### config.mk
export PLATFORM = sky130hd
export DESIGN_NAME = mem_bus_guard_flat
export DESIGN_NICKNAME = d
export VERILOG_FILES = /design/src/verilog/bus_guard_pkg.sv /design/src/verilog/bus_guard_if.sv /design/src/verilog/mem_bus_guard.sv /design/src/flat_wrapper.sv
export SDC_FILE = /design/constraint.sdc
export NUM_CORES = 1
export LEC_CHECK = 0
export ABC_AREA = 0
export BUFFER_PORTS_ARGS = -buffer_cell sky130_fd_sc_hd__buf_2
export CORE_AREA = 2 2 141 143
export CTS_CLUSTER_SIZE = 25
export DETAILED_ROUTE_END_ITERATION = 8
export DIE_AREA = 0 0 143 145
export PLACE_DENSITY_LB_ADDON = 0.05
export SLEW_MARGIN = 40
export SYNTH_ARGS = -nofsm -noshare
export SYNTH_HDL_FRONTEND = slang
export SYNTH_SLANG_ARGS = --single-unit
### constraint.sdc
create_clock -name clk -period 5.2 [get_ports clk]
set_input_delay 1.3 -clock clk [delete_from_list [all_inputs] [get_ports clk]]
set_output_delay 1.3 -clock clk [all_outputs]
set_load 0.02 [all_outputs]
### src/verilog/bus_guard_pkg.sv
`default_nettype none

package bus_guard_pkg;

	// Word address and data widths of the memory port.
	localparam int ADDR_W = 8;
	localparam int DATA_W = 64;

	// One RAM word for every address.
	localparam int MEM_DEPTH = 1 << ADDR_W;

	typedef logic [ADDR_W-1:0] addr_t;
	typedef logic [DATA_W-1:0] data_t;

	// Request type carried down the guard pipeline.
	// REQ_NONE marks an empty stage.
	typedef enum logic [1:0]
	{
		REQ_NONE,
		REQ_READ_INSTR,
		REQ_READ_DATA,
		REQ_WRITE_DATA
	} req_type_e;

	// Access type seen by the RAM.
	typedef enum logic [0:0]
	{
		MEM_READ,
		MEM_WRITE
	} mem_acc_e;

endpackage : bus_guard_pkg

`default_nettype wire
### src/verilog/bus_guard_if.sv
`default_nettype none

// Read request port between a requester and the guard.
interface read_req_if;

	logic req;
	bus_guard_pkg::addr_t addr;
	logic cmd_accepted;
	logic valid;
	bus_guard_pkg::data_t rdata;

	modport requester
	(
		output req, addr,
		input cmd_accepted, valid, rdata
	);

	modport guard
	(
		input req, addr,
		output cmd_accepted, valid, rdata
	);

endinterface : read_req_if

// Write request port; completion comes back on valid alone.
interface write_req_if;

	logic req;
	bus_guard_pkg::addr_t addr;
	bus_guard_pkg::data_t wdata;
	logic cmd_accepted;
	logic valid;

	modport requester
	(
		output req, addr, wdata,
		input cmd_accepted, valid
	);

	modport guard
	(
		input req, addr, wdata,
		output cmd_accepted, valid
	);

endinterface : write_req_if

// The single memory port owned by the guard.
interface mem_port_if;

	logic req;
	bus_guard_pkg::addr_t addr;
	bus_guard_pkg::data_t wdata;
	bus_guard_pkg::mem_acc_e acc_type;
	logic valid;
	bus_guard_pkg::data_t rdata;

	modport guard
	(
		output req, addr, wdata, acc_type,
		input valid, rdata
	);

	modport memory
	(
		input req, addr, wdata, acc_type,
		output valid, rdata
	);

endinterface : mem_port_if

`default_nettype wire

### src/verilog/mem_bus_guard.sv
`default_nettype none

module mem_bus_guard
(
	input logic clk,
	input logic arst_n,
	read_req_if.guard instr_rd,
	read_req_if.guard data_rd,
	write_req_if.guard data_wr,
	mem_port_if.guard mem
);

	// Request chosen this cycle, and the types held in stages 0 and 1.
	bus_guard_pkg::req_type_e sel_type;
	bus_guard_pkg::req_type_e stage0_type;
	bus_guard_pkg::req_type_e stage1_type;

	// Fixed priority: instruction reads, then data reads, then writes.
	always_comb
	begin
		if (instr_rd.req)
		begin
			sel_type = bus_guard_pkg::REQ_READ_INSTR;
		end
		else if (data_rd.req)
		begin
			sel_type = bus_guard_pkg::REQ_READ_DATA;
		end
		else if (data_wr.req)
		begin
			sel_type = bus_guard_pkg::REQ_WRITE_DATA;
		end
		else
		begin
			sel_type = bus_guard_pkg::REQ_NONE;
		end
	end

	// Stage 0 control.
	// Accept one request and raise the memory request for one cycle.
	always_ff @(posedge clk or negedge arst_n)
	begin
		if (!arst_n)
		begin
			stage0_type <= bus_guard_pkg::REQ_NONE;
			mem.req <= 1'b0;
			instr_rd.cmd_accepted <= 1'b0;
			data_rd.cmd_accepted <= 1'b0;
			data_wr.cmd_accepted <= 1'b0;
		end
		else
		begin
			stage0_type <= sel_type;
			mem.req <= (sel_type != bus_guard_pkg::REQ_NONE);
			instr_rd.cmd_accepted <= (sel_type == bus_guard_pkg::REQ_READ_INSTR);
			data_rd.cmd_accepted <= (sel_type == bus_guard_pkg::REQ_READ_DATA);
			data_wr.cmd_accepted <= (sel_type == bus_guard_pkg::REQ_WRITE_DATA);
		end
	end

	// Stage 0 payload.
	// Address, access type and write data only matter while mem.req is high.
	always_ff @(posedge clk)
	begin
		case (sel_type)
		bus_guard_pkg::REQ_READ_INSTR:
		begin
			mem.addr <= instr_rd.addr;
			mem.acc_type <= bus_guard_pkg::MEM_READ;
		end

		bus_guard_pkg::REQ_READ_DATA:
		begin
			mem.addr <= data_rd.addr;
			mem.acc_type <= bus_guard_pkg::MEM_READ;
		end

		bus_guard_pkg::REQ_WRITE_DATA:
		begin
			mem.addr <= data_wr.addr;
			mem.wdata <= data_wr.wdata;
			mem.acc_type <= bus_guard_pkg::MEM_WRITE;
		end

		default:
		begin
			// The bus keeps its last values while idle.
		end
		endcase
	end

	// Stage 1 waits one cycle while the RAM answers.
	always_ff @(posedge clk or negedge arst_n)
	begin
		if (!arst_n)
		begin
			stage1_type <= bus_guard_pkg::REQ_NONE;
		end
		else
		begin
			stage1_type <= stage0_type;
		end
	end

	// Stage 2 control.
	// Pulse valid on the port that owns the finished request.
	always_ff @(posedge clk or negedge arst_n)
	begin
		if (!arst_n)
		begin
			instr_rd.valid <= 1'b0;
			data_rd.valid <= 1'b0;
			data_wr.valid <= 1'b0;
		end
		else
		begin
			instr_rd.valid <= (stage1_type == bus_guard_pkg::REQ_READ_INSTR);
			data_rd.valid <= (stage1_type == bus_guard_pkg::REQ_READ_DATA);
			data_wr.valid <= (stage1_type == bus_guard_pkg::REQ_WRITE_DATA);
		end
	end

	// Stage 2 read data.
	// Each read port holds its word until its next read completes.
	always_ff @(posedge clk)
	begin
		if (stage1_type == bus_guard_pkg::REQ_READ_INSTR)
		begin
			instr_rd.rdata <= mem.rdata;
		end

		if (stage1_type == bus_guard_pkg::REQ_READ_DATA)
		begin
			data_rd.rdata <= mem.rdata;
		end
	end

endmodule : mem_bus_guard

`default_nettype wire

### src/flat_wrapper.sv
// flat-port wrapper written by rule: the top's interface ports become plain ports
module mem_bus_guard_flat 
  (clk, arst_n, instr_rd_req, instr_rd_addr, instr_rd_cmd_accepted, instr_rd_valid, instr_rd_rdata, data_rd_req, data_rd_addr, data_rd_cmd_accepted, data_rd_valid, data_rd_rdata, data_wr_req, data_wr_addr, data_wr_wdata, data_wr_cmd_accepted, data_wr_valid, mem_req, mem_addr, mem_wdata, mem_acc_type, mem_valid, mem_rdata);
  read_req_if instr_rd_i ();
  read_req_if data_rd_i ();
  write_req_if data_wr_i ();
  mem_port_if mem_i ();
  input logic clk;
  input logic arst_n;
  input wire logic [$bits(instr_rd_i.req)-1:0] instr_rd_req;
  input wire logic [$bits(instr_rd_i.addr)-1:0] instr_rd_addr;
  output wire logic [$bits(instr_rd_i.cmd_accepted)-1:0] instr_rd_cmd_accepted;
  output wire logic [$bits(instr_rd_i.valid)-1:0] instr_rd_valid;
  output wire logic [$bits(instr_rd_i.rdata)-1:0] instr_rd_rdata;
  input wire logic [$bits(data_rd_i.req)-1:0] data_rd_req;
  input wire logic [$bits(data_rd_i.addr)-1:0] data_rd_addr;
  output wire logic [$bits(data_rd_i.cmd_accepted)-1:0] data_rd_cmd_accepted;
  output wire logic [$bits(data_rd_i.valid)-1:0] data_rd_valid;
  output wire logic [$bits(data_rd_i.rdata)-1:0] data_rd_rdata;
  input wire logic [$bits(data_wr_i.req)-1:0] data_wr_req;
  input wire logic [$bits(data_wr_i.addr)-1:0] data_wr_addr;
  input wire logic [$bits(data_wr_i.wdata)-1:0] data_wr_wdata;
  output wire logic [$bits(data_wr_i.cmd_accepted)-1:0] data_wr_cmd_accepted;
  output wire logic [$bits(data_wr_i.valid)-1:0] data_wr_valid;
  output wire logic [$bits(mem_i.req)-1:0] mem_req;
  output wire logic [$bits(mem_i.addr)-1:0] mem_addr;
  output wire logic [$bits(mem_i.wdata)-1:0] mem_wdata;
  output wire logic [$bits(mem_i.acc_type)-1:0] mem_acc_type;
  input wire logic [$bits(mem_i.valid)-1:0] mem_valid;
  input wire logic [$bits(mem_i.rdata)-1:0] mem_rdata;
  assign instr_rd_i.req = instr_rd_req;
  assign instr_rd_i.addr = instr_rd_addr;
  assign instr_rd_cmd_accepted = instr_rd_i.cmd_accepted;
  assign instr_rd_valid = instr_rd_i.valid;
  assign instr_rd_rdata = instr_rd_i.rdata;
  assign data_rd_i.req = data_rd_req;
  assign data_rd_i.addr = data_rd_addr;
  assign data_rd_cmd_accepted = data_rd_i.cmd_accepted;
  assign data_rd_valid = data_rd_i.valid;
  assign data_rd_rdata = data_rd_i.rdata;
  assign data_wr_i.req = data_wr_req;
  assign data_wr_i.addr = data_wr_addr;
  assign data_wr_i.wdata = data_wr_wdata;
  assign data_wr_cmd_accepted = data_wr_i.cmd_accepted;
  assign data_wr_valid = data_wr_i.valid;
  assign mem_req = mem_i.req;
  assign mem_addr = mem_i.addr;
  assign mem_wdata = mem_i.wdata;
  assign mem_acc_type = mem_i.acc_type;
  assign mem_i.valid = mem_valid;
  assign mem_i.rdata = mem_rdata;
  mem_bus_guard u_core (.clk(clk), .arst_n(arst_n), .instr_rd(instr_rd_i), .data_rd(data_rd_i), .data_wr(data_wr_i), .mem(mem_i));
endmodule
Yosys cells after proc, flatten, opt, wreduce, memory -nomap -nowiden

Index checks and enable logic that the tools add are counted.

Bits in registers: 212
Bits in latches: 0
RAM bits: 0
Bits in read-only memories: 0
Output and inout port bits: 208
Word-level logic and storage cells: 29
Memories: 0

Add/subtract/negate cells: 0
$mul: 0
Divide/modulo/power cells: 0
Magnitude comparators: 0
Equality and inequality tests: 6
Shifts and indexed selects: 0
Multiplexer cells: 5
Bitwise logic cells: 0
Reductions and logical operators: 4

Operator list:

| operator           | number |
|---|---|
| $pmux 8 s3         | 1 |
| $eq 2x2->1 const B | 4 |
| $mux 2             | 3 |
| $eq 2x1->1 const B | 2 |
| $reduce_bool 2->1  | 2 |
| $reduce_bool 3->1  | 1 |
| $pmux 1 s2         | 1 |
| $reduce_or 2->1    | 1 |

Longest topological paths before layout

Word-level depth: 6
Gate-level depth with buffers: 4
Mapped depth without buffers: 3

Worst setup path after synthesis

Ideal clock, no wire load.

Path kind: input to register
Start point: in data_rd_req
End point: reg u_core.mem.acc_type (data pin)
Arrival time: 4.317 ns
Required time: 4.449 ns
Slack: 0.132 ns
Cell stages on the path: 3
Buffers on the path: 1
Cells stage by stage: nand2b_1 > buf_6 > nor2_1

Cells in the longest elaborated chain, start to end: 5
Elaborated cells on any way between the ends: 7
Classes of those cells: eq/ne: 3; mux: 3; reduce/logical: 1

RTL lines:

| item                                            | line                | source |
|---|---|---|
| start: declaration                              | flat_wrapper.sv:15  | `input wire logic [$bits(data_rd_i.req)-1:0] data_rd_req;` |
| $mux 2 (*)                                      | mem_bus_guard.sv:25 | `else if (data_rd.req)` |
| $mux 2 (*)                                      | mem_bus_guard.sv:21 | `if (instr_rd.req)` |
| $eq 2x2->1 / $eq 2x1->1 (equally long branches) | mem_bus_guard.sv:65 | `case (sel_type)` |
| $reduce_or 2->1 (no line)                       | -                   |  |
| $pmux 1 s2 (*)                                  | mem_bus_guard.sv:65 |  |
| end signal: assignment                          | mem_bus_guard.sv:69 | `mem.acc_type <= bus_guard_pkg::MEM_READ;` |
| end signal: assignment                          | mem_bus_guard.sv:75 | `mem.acc_type <= bus_guard_pkg::MEM_READ;` |
| end signal: assignment                          | mem_bus_guard.sv:82 | `mem.acc_type <= bus_guard_pkg::MEM_WRITE;` |
| end: declaration                                | bus_guard_if.sv:61  | `output req, addr, wdata, acc_type,` |

Every way passes the cells marked *; elsewhere a longest branch is shown, timed or not.
A chain may end at the register's enable or synchronous reset.

Final worst setup path

Start point: reg u_core.data_rd.rdata[35]
End point: out data_rd_rdata[35]

RTL lines:

| item               | line               | source |
|---|---|---|
| start: declaration | bus_guard_if.sv:21 | `output cmd_accepted, valid, rdata` |
| end: declaration   | flat_wrapper.sv:19 | `output wire logic [$bits(data_rd_i.rdata)-1:0] data_rd_rdata;` |

No word-level cell between the ends.

==> run_results.csv <==
group,metric,value,unit
setup_path,crit_chain,"buf_2",
placed_design,dp_slack,2.51,ns
placed_design,dp_hpwl,12500,um
yosys,ys_ff_latch,212,
yosys,netlist_area,0.00657,mm2
floorplanning,start_util,34.2,%
clock_network,hold_buffers,0,
sta,setup_tns,0,ns
pwr,total_power,3.84,mW
sta,layout_setup_ws,2.82,ns
clock_network,clock_path_buffers,3,
sta,holdWs,0.344,ns
layout,nets,802,
clock_network,htree_levels,1,
floorplanning,core_region_area,0.0192,mm2
sta,fmax,420,MHz
setup_path,cp.arrival,1.08,ns
global_routing,grt_pass1_vias,4223,
yosys,postSynthAreaPerCell,26.1,um2
layout,utilization,49.6,%
layout,stdcell_count,926,
placed_design,placed_cells,883,
pwr,leakagePower,3.95,nW
setup_path,end_kind,"output pin",
floorplanning,die_h,145,um
pwr,power_density,403,mW/mm2
layout,layout_common_cells,"buf_2 (364), edfxtp_1 (201), clkbuf_16 (26)",
layout,drive_gt1_share,62.3,%
yosys,synth_cell_types,20,
min_path,hold_path_class,"reg2reg",
placed_design,place_area,0.00879,mm2
setup_path,rrSetupSlack,3.39,ns
global_routing,grt_pass1_wl,23900,um
sta,setup_viol_count_final,0,
clock_network,numCtsBuffers,23,
sta,relSlewSlack,63.1,%
sta,skew,0.0105,ns
sta,final_hold_viol_count,0,
setup_path,cp-startpoint,"u_core.data_rd.rdata[35]$_DFFE_PP_",
drt,firstDrtPassIters,6,
yosys,synthTopCellsByArea,"edfxtp_1 (92%), dfrtp_1 (4.2%), o22ai_1 (0.67%), a2bb2oi_1 (0.53%), nor3_2 (0.46%)",
drt,first_iter_violations,136,
sta,slew_viol_final,0,
drt,via_per_inst,4.27,
setup_path,critical_path_class,"reg2out",
floorplanning,io_pins,366,
setup_path,required,3.90,ns
status,outcome,"finished clean",
setup_path,worstReg2RegStart,"u_core.stage1_type[0]$_DFF_PN0_",
flow_run,cap_viol_max_count,0,
min_path,worstHoldStart,"u_core.stage0_type[1]$_DFF_PN0_",
layout,area_growth,45.1,%
drt,drc_errors,0,
floorplanning,fp.dieW,143,um
yosys,syn-num-nets,410,
global_routing,grt_max_degree,67,
global_routing,grt-ovfl-total,0,
sta,rsz0062_at_grt,"no",
clock_network,tritoncts,"done",
setup_path,critPathSlowestCell,"edfxtp_1",
sta,period_needed,2.38,ns
clock_network,worstSkewPairLatency,0.49,ns
floorplanning,die-area,0.0207,mm2
setup_path,crit_path_max_fanout,1,
clock_network,clock-root-buffer,"clkbuf_16",
global_routing,grt_antenna_before_repair,4,
drt,wl_per_cell,18.0,um
drt,antenna_left,0,
setup_path,path_buf_inv,1,
clock_network,post_cts_buffers,0,
setup_path,cp-start-kind,"flop",
drt,routed_wirelength,16600,um
yosys,yosysWarnings,0,
setup_path,cp_top_family,"flip-flops",
floorplanning,row_count,51,
placed_design,numPortBuffers,364,
yosys,synthCells,252,
clock_network,cts.clk_slew.worst_paths,0.06,ns
placed_design,gp_congestion,0.774,
setup_path,crit_path_max_incr_delay,0.41,ns
layout,final_area,0.00953,mm2
clock_network,clkSinkCount,212,
global_routing,grt_usage,15.3,%
yosys,synth_top_area_share,91.9,%
pwr,ir_drop,266,uV
sta,worstMarginPinSlew,0.554,ns
drt,num_vias,3958,
clock_network,cts_resized,0,
layout,final_common_cell,"buf_2",
sta,min_period_over_period,45.8,%
yosys,yosysSeqAreaShare,96.1,%
yosys,yosysTopAreaCell,"edfxtp_1",
-- path summary, 6_finish.rpt --
check,end,cells past startpoint
worst max-delay path,data_rd_rdata[35],1
min in group asynchronous,u_core.data_rd.cmd_accepted$_DFF_PN0_,1
worst max register to register,u_core.instr_rd.rdata[45]$_DFFE_PP_,3
max in group asynchronous,u_core.data_wr.cmd_accepted$_DFF_PN0_,1
worst min-delay path,u_core.stage1_type[1]$_DFF_PN0_,0
worst min register to register,u_core.stage1_type[1]$_DFF_PN0_,0
-- flip-flops by register name (all words and copies together), names as in the netlist, 2 cells and up --
name / flops
u_core.mem.wdata: 64
u_core.instr_rd.rdata: 64
u_core.stage1_type: 2
u_core.mem.addr: 8
u_core.stage0_type: 2
u_core.data_rd.rdata: 64
-- where the power goes --
group	switching, mW	internal (mW)
Clock	0.621	0.901
Sequential	0.0203	1.97
Combinational	0.213	0.112
-- per-layer routing --
layer / GRT usage [%] / up-vias / share of wire, %
li1: - / 1802 / -
met1: 15.2 / 1861 / 32
met2: 26.9 / 253 / 51
met3: 7.72 / 38 / 14
met4: 5.59 / 4 / 2.8
met5: 0 / - / 0.19
-- cell type report --
| type | count | area [um2] |
|---|---|---|
| repair buffers | 370 | 1910 |
| clock inverters | 11 | 53.8 |
| flip-flops and latches | 212 | 6310 |
| inverters | 3 | 11.3 |
| well taps | 265 | 332 |
| multi-input cells | 34 | 244 |
| diodes | 1 | 2.50 |
| clock buffers | 30 | 666 |
| fillers | 1702 | 9680 |
-- cells by family (layout without fill, tap and decap cells) --
group           Yosys count  after routing  synth area share (%)
compound gates           13             13                  1.52
other cells               0              1                     0
buf+inv                   6            414                 0.571
simple gates             21             21                  1.85
flops                   212            212                  96.1
-- Yosys cell counts --
cell         n
edfxtp_1   201
dfrtp_1     11
o22ai_1      7
nor2_1       6
a2bb2oi_1    4
nor3_1       3
nor3_2       3
buf_6        2
inv_1        2
nand2_1      2
nor2b_1      2
a21oi_1      1
and2_1       1
clkbuf_1     1
inv_2        1
nand2b_1     1
nand2b_2     1
nor2_2       1
o32ai_2      1
or2_1        1
(Power assumes the default switching activity.)
